### src/design/rom_ctrl_pkg.sv
// ----------------------------------------
// ROM controller widths, multi-bit select,
// address map and ROM content functions
// ----------------------------------------
package rom_ctrl_pkg;

  parameter int RomAw = 6;
  parameter int RomDw = 32;

  typedef logic [RomAw-1:0] rom_addr_t;
  typedef logic [RomDw-1:0] rom_data_t;

  // Multi-bit boolean, only two legal codes
  typedef logic [3:0] mubi4_t;
  parameter mubi4_t MuBi4True  = 4'h6;
  parameter mubi4_t MuBi4False = 4'h9;

  function automatic logic mubi4_test_true_strict(mubi4_t val);
    return val == MuBi4True;
  endfunction

  function automatic logic mubi4_test_false_loose(mubi4_t val);
    return val != MuBi4True;
  endfunction

  function automatic logic mubi4_test_true_loose(mubi4_t val);
    return val != MuBi4False;
  endfunction

  function automatic logic mubi4_test_invalid(mubi4_t val);
    return (val != MuBi4True) && (val != MuBi4False);
  endfunction

  // Stand-in for the block cipher keystream
  parameter rom_data_t RomKey = 32'hA5C3_5A3C;

  function automatic rom_data_t rom_keystream(rom_addr_t addr);
    logic [RomAw*((RomDw+RomAw-1)/RomAw)-1:0] rep;
    rep = {((RomDw + RomAw - 1) / RomAw){addr}};
    return rep[RomDw-1:0] ^ RomKey;
  endfunction

  // Clear ROM content, golden-ratio hash of the address
  function automatic rom_data_t rom_clear_word(rom_addr_t addr);
    logic [31:0] prod;
    prod = 32'(addr) * 32'h9E37_79B1;
    return prod;
  endfunction

  // APB map, ROM window starts at 0
  parameter logic [31:0] ApbStatusAddr = 32'h1000;

endpackage

### src/design/rom_port_if.sv
// ----------------------------------------
// Mux-to-ROM and front-end-to-mux ports
// ----------------------------------------
`timescale 1ns/1ps

// ROM side, rvalid one cycle after req
interface rom_port_if;
  import rom_ctrl_pkg::*;

  rom_addr_t addr;
  logic      req;
  rom_data_t scr_rdata;
  rom_data_t clr_rdata;
  logic      rvalid;

  modport mux (output addr, req, input scr_rdata, clr_rdata, rvalid);
  modport rom (input addr, req, output scr_rdata, clr_rdata, rvalid);
endinterface

// Bus side, accepted on req and gnt
interface bus_port_if;
  import rom_ctrl_pkg::*;

  rom_addr_t addr;
  logic      req;
  logic      gnt;
  rom_data_t rdata;
  logic      rvalid;

  modport host (output addr, req, input gnt, rdata, rvalid);
  modport mux (input addr, req, output gnt, rdata, rvalid);
endinterface

### src/design/rom_ctrl_mux.sv
// ----------------------------------------
// One-way checker/bus mux with select alert
// ----------------------------------------
`timescale 1ns/1ps

module rom_ctrl_mux #(
  parameter int Aw = rom_ctrl_pkg::RomAw
) (
  input  logic                    clk_i,
  input  logic                    rst_ni,
  input  rom_ctrl_pkg::mubi4_t    sel_bus_i,
  bus_port_if.mux                 bus,
  input  rom_ctrl_pkg::rom_addr_t chk_addr_i,
  input  logic                    chk_req_i,
  output rom_ctrl_pkg::rom_data_t chk_rdata_o,
  rom_port_if.mux                 rom,
  output logic                    alert_o
);
  import rom_ctrl_pkg::*;

  // Select history, q is one cycle old and qq two cycles old
  mubi4_t    sel_bus_q;
  mubi4_t    sel_bus_qq;
  logic      alert_q;
  logic      bus_sel;
  logic      sel_invalid;
  logic      sel_reverted;
  logic      sel_q_reverted;
  rom_addr_t mux_addr;

  always_ff @(posedge clk_i or negedge rst_ni) begin
    if (!rst_ni) begin
      sel_bus_q  <= MuBi4False;
      sel_bus_qq <= MuBi4False;
    end else begin
      sel_bus_q  <= sel_bus_i;
      sel_bus_qq <= sel_bus_q;
    end
  end

  // Corrupt select code on the input or its copy
  assign sel_invalid = mubi4_test_invalid(sel_bus_i) || mubi4_test_invalid(sel_bus_q);

  // Bus handed back to the checker
  assign sel_reverted   = mubi4_test_true_loose(sel_bus_q) & mubi4_test_false_loose(sel_bus_i);
  assign sel_q_reverted = mubi4_test_true_loose(sel_bus_qq) & mubi4_test_false_loose(sel_bus_q);

  // Sticky, rises one cycle after the fault
  always_ff @(posedge clk_i or negedge rst_ni) begin
    if (!rst_ni) begin
      alert_q <= 1'b0;
    end else if (sel_invalid || sel_reverted || sel_q_reverted) begin
      alert_q <= 1'b1;
    end
  end

  assign alert_o = alert_q;

  // Bus owns the ROM only for a strictly True select
  assign bus_sel  = mubi4_test_true_strict(sel_bus_i);
  assign bus.gnt  = bus_sel;
  assign bus.rdata = rom.clr_rdata;
  // Response is for the bus if the select was True when requested
  assign bus.rvalid = mubi4_test_true_strict(sel_bus_q) & rom.rvalid;

  // Checker sees the scrambled word for its digest
  assign chk_rdata_o = rom.scr_rdata;

  // Address limited to the ROM depth
  assign mux_addr = bus_sel ? bus.addr : chk_addr_i;
  assign rom.addr = rom_addr_t'(mux_addr[Aw-1:0]);
  assign rom.req  = bus_sel ? bus.req : chk_req_i;

  // A grant once given is held for good
  a_gnt_one_way: assert property (@(posedge clk_i) disable iff (!rst_ni)
    bus.gnt |=> bus.gnt)
    else $error("gnt dropped after grant");

endmodule

### src/design/rom_ctrl_rom.sv
// ----------------------------------------
// Scrambled ROM with one-cycle read
// ----------------------------------------
`timescale 1ns/1ps

module rom_ctrl_rom #(
  parameter int Aw = rom_ctrl_pkg::RomAw
) (
  input  logic    clk_i,
  input  logic    rst_ni,
  rom_port_if.rom port
);
  import rom_ctrl_pkg::*;

  localparam int Depth = 2 ** Aw;

  // XOR of every stored word below the last address
  function automatic rom_data_t calc_digest();
    rom_data_t acc;
    acc = '0;
    for (int i = 0; i < Depth - 1; i++) begin
      acc ^= rom_clear_word(rom_addr_t'(i)) ^ rom_keystream(rom_addr_t'(i));
    end
    return acc;
  endfunction

  localparam rom_data_t Digest = calc_digest();

  rom_data_t     mem [Depth];
  logic [Aw-1:0] idx;
  rom_data_t     scr_q;
  rom_data_t     clr_q;
  logic          rvalid_q;

  // Content fixed at elaboration, digest kept in clear at the top
  for (genvar i = 0; i < Depth; i++) begin : g_mem
    if (i == Depth - 1) begin : g_digest
      assign mem[i] = Digest;
    end else begin : g_word
      assign mem[i] = rom_clear_word(rom_addr_t'(i)) ^ rom_keystream(rom_addr_t'(i));
    end
  end

  assign idx = port.addr[Aw-1:0];

  // Read data registers, loaded on each request
  always_ff @(posedge clk_i) begin
    if (port.req) begin
      scr_q <= mem[idx];
      clr_q <= mem[idx] ^ rom_keystream(port.addr);
    end
  end

  always_ff @(posedge clk_i or negedge rst_ni) begin
    if (!rst_ni) begin
      rvalid_q <= 1'b0;
    end else begin
      rvalid_q <= port.req;
    end
  end

  assign port.scr_rdata = scr_q;
  assign port.clr_rdata = clr_q;
  assign port.rvalid    = rvalid_q;

  a_rvalid_follows_req: assert property (@(posedge clk_i) disable iff (!rst_ni)
    port.req |=> (port.rvalid && !$isunknown({port.scr_rdata, port.clr_rdata})))
    else $error("rvalid missing or read data unknown one cycle after req");

endmodule

### src/design/rom_ctrl_checker.sv
// ----------------------------------------
// ROM sweep, digest fold and comparison
// ----------------------------------------
`timescale 1ns/1ps

module rom_ctrl_checker #(
  parameter int Aw = rom_ctrl_pkg::RomAw
) (
  input  logic                    clk_i,
  input  logic                    rst_ni,
  input  logic                    start_i,
  input  rom_ctrl_pkg::rom_data_t rdata_i,
  output rom_ctrl_pkg::rom_addr_t addr_o,
  output logic                    req_o,
  output logic                    done_o,
  output logic                    good_o
);
  import rom_ctrl_pkg::*;

  localparam logic [Aw-1:0] LastAddr = '1;

  logic [Aw-1:0] cnt_q;
  logic          busy_q;
  // Delayed request, marks cycles that carry read data
  logic          req_q;
  // Data in flight is the stored digest
  logic          last_q;
  logic          done_q;
  logic          good_q;
  rom_data_t     acc_q;

  always_ff @(posedge clk_i or negedge rst_ni) begin
    if (!rst_ni) begin
      cnt_q  <= '0;
      busy_q <= 1'b0;
      req_q  <= 1'b0;
      last_q <= 1'b0;
      done_q <= 1'b0;
      good_q <= 1'b0;
    end else begin
      req_q  <= busy_q;
      last_q <= busy_q && (cnt_q == LastAddr);
      done_q <= req_q && last_q;
      if (start_i) begin
        busy_q <= 1'b1;
        cnt_q  <= '0;
        good_q <= 1'b0;
      end else if (busy_q) begin
        cnt_q <= cnt_q + 1'b1;
        // Sweep ends after the last address
        if (cnt_q == LastAddr) begin
          busy_q <= 1'b0;
        end
      end
      // Compare the fold with the stored digest
      if (req_q && last_q) begin
        good_q <= (acc_q == rdata_i);
      end
    end
  end

  // Digest fold over scrambled words
  always_ff @(posedge clk_i) begin
    if (start_i) begin
      acc_q <= '0;
    end else if (req_q && !last_q) begin
      acc_q <= acc_q ^ rdata_i;
    end
  end

  assign addr_o = rom_addr_t'(cnt_q);
  assign req_o  = busy_q;
  assign done_o = done_q;
  assign good_o = good_q;

endmodule

### src/design/rom_ctrl_fsm.sv
// ----------------------------------------
// Check sequencing and bus select FSM
// ----------------------------------------
`timescale 1ns/1ps

module rom_ctrl_fsm (
  input  logic                 clk_i,
  input  logic                 rst_ni,
  input  logic                 chk_done_i,
  input  logic                 chk_good_i,
  output logic                 chk_start_o,
  output rom_ctrl_pkg::mubi4_t sel_bus_o,
  output logic                 done_o,
  output logic                 good_o
);
  import rom_ctrl_pkg::*;

  typedef enum logic [1:0] {
    StIdle,
    StCheck,
    StDone
  } state_e;

  state_e state_q;
  logic   start_q;
  logic   good_q;

  always_ff @(posedge clk_i or negedge rst_ni) begin
    if (!rst_ni) begin
      state_q <= StIdle;
      start_q <= 1'b0;
      good_q  <= 1'b0;
    end else begin
      // One-cycle start pulse on leaving Idle
      start_q <= (state_q == StIdle);
      case (state_q)
        StIdle: state_q <= StCheck;
        StCheck: begin
          if (chk_done_i) begin
            state_q <= StDone;
            good_q  <= chk_good_i;
          end
        end
        // Terminal, the bus keeps the ROM
        default: state_q <= StDone;
      endcase
    end
  end

  assign chk_start_o = start_q;
  // Decoded from state only, cannot fall back to False
  assign sel_bus_o   = (state_q == StDone) ? MuBi4True : MuBi4False;
  assign done_o      = (state_q == StDone);
  assign good_o      = good_q;

  a_sel_stays_true: assert property (@(posedge clk_i) disable iff (!rst_ni)
    (sel_bus_o == MuBi4True) |=> (sel_bus_o == MuBi4True))
    else $error("sel_bus left True after Done");

endmodule

### src/design/rom_ctrl_apb.sv
// ----------------------------------------
// APB slave for ROM window and status
// ----------------------------------------
`timescale 1ns/1ps

module rom_ctrl_apb #(
  parameter int Aw = rom_ctrl_pkg::RomAw
) (
  input  logic        clk_i,
  input  logic        rst_ni,
  input  logic        psel_i,
  input  logic        penable_i,
  input  logic        pwrite_i,
  input  logic [31:0] paddr_i,
  input  logic [31:0] pwdata_i,
  output logic [31:0] prdata_o,
  output logic        pready_o,
  output logic        pslverr_o,
  bus_port_if.host    bus,
  input  logic        done_i,
  input  logic        good_i,
  input  logic        alert_i
);
  import rom_ctrl_pkg::*;

  logic        access;
  logic        rom_hit;
  logic        stat_hit;
  logic        rd_rom;
  logic        err;
  // Read accepted, waiting for rvalid
  logic        pend_q;
  logic [31:0] status;

  assign access   = psel_i && penable_i;
  // ROM window is 4 bytes per word from address 0
  assign rom_hit  = paddr_i < (32'd4 << Aw);
  assign stat_hit = (paddr_i == ApbStatusAddr);
  assign rd_rom   = access && !pwrite_i && rom_hit;
  // Read-only slave, writes and holes are errors
  assign err      = access && (pwrite_i || !(rom_hit || stat_hit));

  // Held until granted, once per transfer
  assign bus.req  = rd_rom && !pend_q;
  assign bus.addr = rom_addr_t'(paddr_i[Aw+1:2]);

  always_ff @(posedge clk_i or negedge rst_ni) begin
    if (!rst_ni) begin
      pend_q <= 1'b0;
    end else if (bus.req && bus.gnt) begin
      pend_q <= 1'b1;
    end else if (bus.rvalid) begin
      pend_q <= 1'b0;
    end
  end

  assign status = {29'd0, alert_i, good_i, done_i};

  // Status and errors finish at once, ROM reads on rvalid
  assign pready_o  = err || (access && !pwrite_i && stat_hit) || (pend_q && bus.rvalid);
  assign pslverr_o = err;
  assign prdata_o  = stat_hit ? status : bus.rdata;

  a_wdata_known: assert property (@(posedge clk_i) disable iff (!rst_ni)
    (access && pwrite_i) |-> !$isunknown(pwdata_i))
    else $error("pwdata unknown during write access");

endmodule

### src/design/rom_ctrl_top.sv
// ----------------------------------------
// ROM controller top with APB and alert
// ----------------------------------------
`timescale 1ns/1ps

module rom_ctrl_top #(
  parameter int Aw = rom_ctrl_pkg::RomAw
) (
  input  logic        clk_i,
  input  logic        rst_ni,
  input  logic        psel_i,
  input  logic        penable_i,
  input  logic        pwrite_i,
  input  logic [31:0] paddr_i,
  input  logic [31:0] pwdata_i,
  output logic [31:0] prdata_o,
  output logic        pready_o,
  output logic        pslverr_o,
  output logic        alert_o
);
  import rom_ctrl_pkg::*;

  rom_addr_t chk_addr;
  logic      chk_req;
  rom_data_t chk_rdata;
  logic      chk_start;
  logic      chk_done;
  logic      chk_good;
  mubi4_t    sel_bus;
  logic      done;
  logic      good;

  rom_port_if u_rom_port ();
  bus_port_if u_bus_port ();

  rom_ctrl_fsm u_fsm (
    .clk_i, .rst_ni, .chk_done_i(chk_done), .chk_good_i(chk_good),
    .chk_start_o(chk_start), .sel_bus_o(sel_bus), .done_o(done), .good_o(good)
  );

  rom_ctrl_checker #(.Aw(Aw)) u_checker (
    .clk_i, .rst_ni, .start_i(chk_start), .rdata_i(chk_rdata),
    .addr_o(chk_addr), .req_o(chk_req), .done_o(chk_done), .good_o(chk_good)
  );

  // Alert also feeds the status register
  rom_ctrl_mux #(.Aw(Aw)) u_mux (
    .clk_i, .rst_ni, .sel_bus_i(sel_bus), .bus(u_bus_port.mux),
    .chk_addr_i(chk_addr), .chk_req_i(chk_req), .chk_rdata_o(chk_rdata),
    .rom(u_rom_port.mux), .alert_o(alert_o)
  );

  rom_ctrl_rom #(.Aw(Aw)) u_rom (.clk_i, .rst_ni, .port(u_rom_port.rom));

  rom_ctrl_apb #(.Aw(Aw)) u_apb (
    .clk_i, .rst_ni, .psel_i, .penable_i, .pwrite_i, .paddr_i, .pwdata_i,
    .prdata_o, .pready_o, .pslverr_o, .bus(u_bus_port.host),
    .done_i(done), .good_i(good), .alert_i(alert_o)
  );

endmodule

### config.mk
export PLATFORM = sky130hd
export DESIGN_NAME = rom_ctrl_top
export DESIGN_NICKNAME = d
export VERILOG_FILES = /design/src/design/rom_ctrl_pkg.sv /design/src/design/rom_port_if.sv /design/src/design/rom_ctrl_mux.sv /design/src/design/rom_ctrl_rom.sv /design/src/design/rom_ctrl_checker.sv /design/src/design/rom_ctrl_fsm.sv /design/src/design/rom_ctrl_apb.sv /design/src/design/rom_ctrl_top.sv
export SDC_FILE = /design/constraint.sdc
export NUM_CORES = 1
export LEC_CHECK = 0
export CAP_MARGIN = 10
export CORE_ASPECT_RATIO = 1.75
export CORE_MARGIN = 2
export CORE_UTILIZATION = 59
export CTS_CLUSTER_SIZE = 16
export DETAILED_ROUTE_END_ITERATION = 7
export DONT_BUFFER_PORTS = 1
export HOLD_SLACK_MARGIN = 0.1
export PLACE_DENSITY_LB_ADDON = 0.05
export SYNTH_ARGS = -nofsm -noshare
export SYNTH_HDL_FRONTEND = slang
export SYNTH_SLANG_ARGS = --single-unit
### constraint.sdc
create_clock -name clk_i -period 3.5 [get_ports clk_i]
set_clock_uncertainty 0.05 [all_clocks]
set_input_delay 0.35 -clock clk_i [delete_from_list [all_inputs] [get_ports clk_i]]
set_output_delay 0.35 -clock clk_i [all_outputs]
set_load 0.01 [all_outputs]
## Yosys cells after proc, flatten, opt, wreduce, memory -nomap -nowiden

Memories as Yosys holds them, arrays and structs flattened.
Cells that the tools add are included.

- Input bits: 69
- Latch bits: 0
- Memory bits (read-only): 2048
- Register bits after elaboration: 122
- RAM bits: 0
- Memories kept: 1

Memories:

| name | depth | width | read ports | clocked after memory_dff | write ports | line | RTL |
|---|---|---|---|---|---|---|---|
| (no name shown) | 64 | 32 | 1 | 0 | 0 | rom_ctrl_rom.sv:49 | `scr_q <= mem[idx];` |

- Shift operators: 0
- Order comparisons: 2
- Multiplexer cells: 17
- Reductions and logical operators: 29
- Div/mod/pow operators: 0
- $add $sub $neg: 1
- Bitwise operators: 7
- Multiply operators: 0
- Eq/ne operators: 13

Operators with widths:

| cell | number |
|---|---|
| two-way mux 32 bit | 3 |
| XOR 32 bit | 2 |
| equality test 32 x 13 -> 1 bit, second input constant | 1 |
| equality test 32 bit | 1 |
| < comparator 32 x 9 -> 1 bit, second input constant | 1 |
| two-way mux 6 bit | 3 |
| inverter 16 bit | 1 |
| logical AND 1 bit | 13 |
| inequality test 4 bit, second input constant | 3 |
| equality test 4 x 3 -> 1 bit, second input constant | 2 |
| two-way mux 1 bit | 8 |
| inequality test 4 x 3 -> 1 bit, second input constant | 2 |
| >= comparator 7 bit, second input constant | 1 |
| logical OR 1 bit | 7 |
| inverter 6 -> 7 bit | 1 |
| adder 6 x 1 -> 6 bit, second input constant | 1 |
| equality test 6 bit, second input constant | 1 |
| nonzero test 2 bit | 3 |
| logical NOT 1 bit | 4 |
| two-way mux 4 bit | 1 |
| case mux 2 bit (2 select lines) | 1 |
| bitwise AND 1 bit | 3 |
| equality test 2 x 1 -> 1 bit, second input constant | 1 |
| equality test 2 bit, second input constant | 1 |
| 4 further kinds | 4 |

## Longest topological paths before layout

- Word-level depth: 9
- Mapped depth: 14

## Modules after synthesis

A second synthesis with hierarchy kept.

- Cell total of the unflattened synthesis: 918
- Area, all modules: 8445.6 sq um

Modules (own cells, without submodules):

| module | area an instance (sq um) | times used | cells each | sequential area each (sq um) |
|---|---|---|---|---|
| rom_ctrl_rom | 4936.0 | 1 | 531 | 1826.8 |
| rom_ctrl_checker | 2005.7 | 1 | 218 | 915.9 |
| rom_ctrl_mux | 887.1 | 1 | 90 | 230.2 |
| rom_ctrl_apb | 445.4 | 1 | 65 | 25.0 |
| rom_ctrl_fsm | 171.4 | 1 | 14 | 100.1 |

## Worst setup path after synthesis

OpenSTA, ideal clock, no wires.

- Path type: register -> register
- From: reg u_fsm.state_q[1]
- To: reg u_rom.clr_q[31], in the netlist u_rom.port.clr_rdata[31] (data pin)
- Setup time: 0.265 ns
- Arrival time: 3.005 ns
- Required time: 3.185 ns
- Path slack: 0.179 ns
- Cell stages (with the launch flop): 13
- Buffers on the path: 2
- Cell sequence: dfrtp_1 -> nor2b_2 -> buf_6 -> inv_6 -> mux2i_1 -> inv_1 -> ha_1 -> clkbuf_1 -> o211ai_1 -> a22o_1 -> a22oi_2 -> mux2i_1 -> or3_1

- Longest elaborated chain between the ends: 9
- Elaborated cells between the ends (all ways): 10

RTL lines:

| item | line | RTL |
|---|---|---|
| start: declaration | rom_ctrl_fsm.sv:24 | `state_e state_q;` |
| start signal: assignment | rom_ctrl_fsm.sv:30 | `state_q <= StIdle;` |
| start signal: assignment | rom_ctrl_fsm.sv:37 | `StIdle: state_q <= StCheck;` |
| start signal: assignment | rom_ctrl_fsm.sv:40 | `state_q <= StDone;` |
| equality test 2 bit (*) | rom_ctrl_fsm.sv:52 | `assign sel_bus_o = (state_q == StDone) ? MuBi4True : MuBi4False;` |
| two-way mux 4 bit (*) | rom_ctrl_fsm.sv:52 |  |
| equality test 4 x 3 -> 1 bit (*) | rom_ctrl_pkg.sv:19 | `return val == MuBi4True;` |
| two-way mux 6 bit (*) | rom_ctrl_mux.sv:70 | `assign mux_addr = bus_sel ? bus.addr : chk_addr_i;` |
| via u_mux.rom.addr[1] | rom_port_if.sv:16 | `modport mux (output addr, req, input scr_rdata, clr_rdata, rvalid);` |
| inverter 6 -> 7 bit (not written as such) | rom_ctrl_rom.sv:50 | `clr_q <= mem[idx] ^ rom_keystream(port.addr);` |
| memory read (64 x 32 bit) | n/a |  |
| two-way mux 32 bit (2 in a row) | n/a |  |
| XOR 32 bit (*) | rom_ctrl_rom.sv:50 |  |
| end signal: assignment | rom_ctrl_rom.sv:50 |  |
| end: declaration | rom_ctrl_rom.sv:32 | `rom_data_t clr_q;` |

Mark *: on every way through the listed nets, which the timed path passes. The rest lies on a longest branch. The select of a mux whose other input is x is not followed.
A chain may end at the register's enable or synchronous reset.

## Worst setup path in the final report

- From: reg u_fsm.state_q[1]
- To: reg u_rom.clr_q[16], in the netlist u_rom.port.clr_rdata[16] (data pin)

- Longest elaborated chain between the ends: 9
- Elaborated cells between the ends (all ways): 10

RTL lines:

| item | line |
|---|---|
| equality test 2 bit (*) | rom_ctrl_fsm.sv:52 |
| two-way mux 4 bit (*) | rom_ctrl_fsm.sv:52 |
| equality test 4 x 3 -> 1 bit (*) | rom_ctrl_pkg.sv:19 |
| two-way mux 6 bit (*) | rom_ctrl_mux.sv:70 |
| inverter 6 -> 7 bit (not written as such) | rom_ctrl_rom.sv:50 |
| memory read (64 x 32 bit) | n/a |
| two-way mux 32 bit (2 in a row) | n/a |
| XOR 32 bit (*) | rom_ctrl_rom.sv:50 |

Every way passes the cells marked *; elsewhere a longest branch is shown, timed or not. The select of a mux whose other input is x is not followed.

==> run metrics <==
post-placement cell area 8140 um2; Die ar. about 14,000 um2; hold path cells 3; CP Capture Type flop; slowest library cell on the worst path o31ai_1; Max H-tree Level 3; postcts setup bufs 0; worst hold-check path type input port to flop; root buf cell clkbuf_16; clock-pin transition on the worst setup and hold timing paths approximately 0.08 ns; std cell rows 55; final wirelength roughly 26 mm; Layout Utilization about two thirds; nets between 900 and 1k; drt pass-1 iters 6; layout cells sized above 1 about an eighth; Ant. Diodes 0; total gr overflow 0; PortBufs 0; gr usage total 37.1%; clk buf depth 2; initial antenna violation count 0; Num CTS Buffers 9; CTS sink cnt between 100 and 150; max_slew headroom 31.2%; final hold vios 0; Mapped Cells 861; VDD IR-drop max about 0.0002 V; post-synthesis cell area approximately 7800 um2; final antenna-violating net count 0; Setup Viol. Count Final 0; max_cap viols 0; core area between 10,000 and 15,000 um2; status finished clean; critical path, cell by cell nor2b_2 -> inv_6 -> mux2_2 -> ha_1 -> clkinv_1 -> o31ai_1 -> or3_1 -> a31oi_1 -> or3_1 -> o21ai_0; HPWL after detailed placement 19.4 mm; Pwr Total ~2.4 mW; Ys Warns 0; ys async rst share between 15 and 20%; Filler cells ~1,000; Via density a little under 7; Max Fclk 309 MHz; Area Growth Syn to Fin 8.26%; R2R depth 10; Starting DRT DRC Count ~730; Vias between 7k and 8k; CP dominant cell by count or3_1; initial core utilization roughly three fifths; minimum clock period 3.24 ns; fin. max-slew vios 0; first-pass GRT wire length roughly 40 mm; required time worst endpoint ~3.7 ns; final non-filler cell area 8460 um2; vias in the first global route a little under 7k; setup TNS after final layout 0 ns; most frequent cells in the layout nand2_1 (83), nor2_1 (73), edfxtp_1 (60); Main synth FF type edfxtp_1; commonest non-fill, non-tap cell in the layout nand2_1; PD cells 286 nW/um2; fin crit share just over 90%; DRC viols 0; Ports around 100; die width 91.0 um; CTS tree yes; Routed WL per cell 25.5 um; Mapped Nets approximately 950; critical path arrival between 3 and 4 ns; crit start category flop; sequential area share after synthesis a little under two fifths; Synth Area per Inst 9.08 um2; Die Y ~160 um; Worst Tran Pin Value about 1 ns; EDFF count, synth 60; largest net degree at the start of global routing 62; Setup CP Type flop to flop; critical path peak fanout 7; Netlist cell types between 80 and 90; leakage 3.35 nW; Placer Congestion just over 1; Worst-Skew Late Latency ~0.36 ns; RSZ-0062 raised after global routing false; #FFs+latches synth around 110; Slowest Stage Delay on Critical Path between 0.8 and 0.9 ns
logic make-up (layout without fill, tap and decap cells):
logic type | Yosys count | in the layout | share of synthesized area [%]
AND/OR/NAND/NOR | 282 | 282 | 18.4
adder cells (fa/ha/maj) | 15 | 15 | 2.40
flip-flops | 112 | 112 | 37.8
multiplexers | 28 | 28 | 3.81
XOR/XNOR | 85 | 85 | 9.62
AO/OA/AOI/OAI | 244 | 244 | 22.5
buffers and inverters | 95 | 97 | 5.54
critical path, delay by kind of cell (launching register included):
| family | cells | cell delay [ns] |
|---|---|---|
| AOI/OAI and AO/OA | 3 | 1.06 |
| adders and majority gates | 1 | 0.31 |
| buffers and inverters | 2 | 0.19 |
| DFF | 1 | 0.38 |
| muxes | 1 | 0.37 |
| and+or+nand+nor | 3 | 0.73 |
what timing repair did:
item                                   in CTS  in global routing
endpoints found under the hold margin      22                  0
hold buffers                                1                  0
resized for setup                           0                  0
layer usage:
metal	wire, um	GRT usage [%]	up-vias	share of wire [%]
met5	0	0	-	0
met4	1590	22.2	0	6.0
met3	1730	5.58	112	6.6
met2	13200	64.1	382	50
met1	9820	43.2	3403	37
li1	-	-	3161	-
Yosys cell counts, types with 8 or more instances:
| cell type | instances | area, um2 |
|---|---|---|
| a211oi_1 | 23 | 173 |
| a21oi_1 | 45 | 225 |
| a31oi_1 | 11 | 68.8 |
| buf_2 | 33 | 165 |
| clkbuf_1 | 32 | 120 |
| dfrtp_1 | 20 | 500 |
| dfxtp_1 | 30 | 601 |
| edfxtp_1 | 60 | 1800 |
| ha_1 | 15 | 188 |
| inv_1 | 17 | 63.8 |
| mux2_2 | 8 | 90.1 |
| mux2i_1 | 18 | 180 |
| nand2_1 | 84 | 315 |
| nand3_1 | 8 | 40.0 |
| nand4_1 | 11 | 68.8 |
| nand4bb_1 | 8 | 90.1 |
| nor2_1 | 74 | 278 |
| nor2b_1 | 37 | 231 |
| nor3_1 | 10 | 50.1 |
| nor4_1 | 11 | 68.8 |
| o211ai_1 | 18 | 135 |
| o21ai_0 | 36 | 180 |
| o221ai_1 | 10 | 87.6 |
| o31ai_1 | 13 | 97.6 |
| xnor2_1 | 38 | 333 |
| xor2_1 | 46 | 403 |
worst paths after layout:
path / startpoint / to / slack, ns
max in group asynchronous: rst_ni / u_checker.done_o$_DFF_PN0_ / 2.21
hold reg to reg: u_mux.sel_bus_q[0]$_DFF_PN1_ / u_mux.sel_bus_qq[0]$_DFF_PN1_ / 0.34
hold / removal: paddr_i[12] / u_apb.pend_q$_DFFE_PN0P_ / 0.18
min in group asynchronous: rst_ni / u_checker.addr_o[2]$_DFFE_PN0P_ / 0.55
setup / recovery: u_fsm.state_q[1]$_DFFE_PN0P_ / u_rom.port.clr_rdata[16]$_DFFE_PP_ / 0.26
setup reg to reg: u_fsm.state_q[1]$_DFFE_PN0P_ / u_rom.port.clr_rdata[16]$_DFFE_PP_ / 0.26
through the flow:
step / hold WS [ns] / setup slack, ns / cells
finish: 0.179 / 0.259 / 1034
global route: 0.180 / 0.168 / 1034
CTS: 0.179 / 0.350 / 1033
detailed placement: 0.00533 / 0.373 / 1016
global placement: 0.00546 / 0.420 / 1016
floorplan: 0.00441 / 0.179 / 861
state kept, by name (all words and copies together), names as in the netlist:
signal / flops
u_rom.port.clr_rdata: 32
u_checker.acc_q: 30
u_rom.port.scr_rdata: 28
u_checker.addr_o: 6
u_fsm.state_q: 2
u_mux.sel_bus_q: 2
u_mux.sel_bus_qq: 2
u_apb.pend_q: 1
u_checker.done_o: 1
u_checker.good_o: 1
u_checker.last_q: 1
u_checker.req_o: 1
u_checker.req_q: 1
u_fsm.chk_start_o: 1
u_fsm.good_o: 1
u_mux.alert_o: 1
u_rom.port.rvalid: 1
report_power, final:
| part | switching, mW | internal, mW |
|---|---|---|
| clock network | 0.521 | 0.509 |
| registers | 0 | 1.37 |
| logic | 0.0103 | 0.00813 |
| total | 0.531 | 1.89 |
layout make-up:
type,count,area (um2),area share (%)
Multi-Input combinational cell,654,4450,52.5
Clock buffer,9,225,2.66
Timing Repair Buffer,59,465,5.50
Tap cell,171,214,2.53
Clock inverter,7,70.1,0.828
Inverter,22,87.6,1.03
Sequential cell,112,2960,34.9
(Power assumes the default switching activity.)
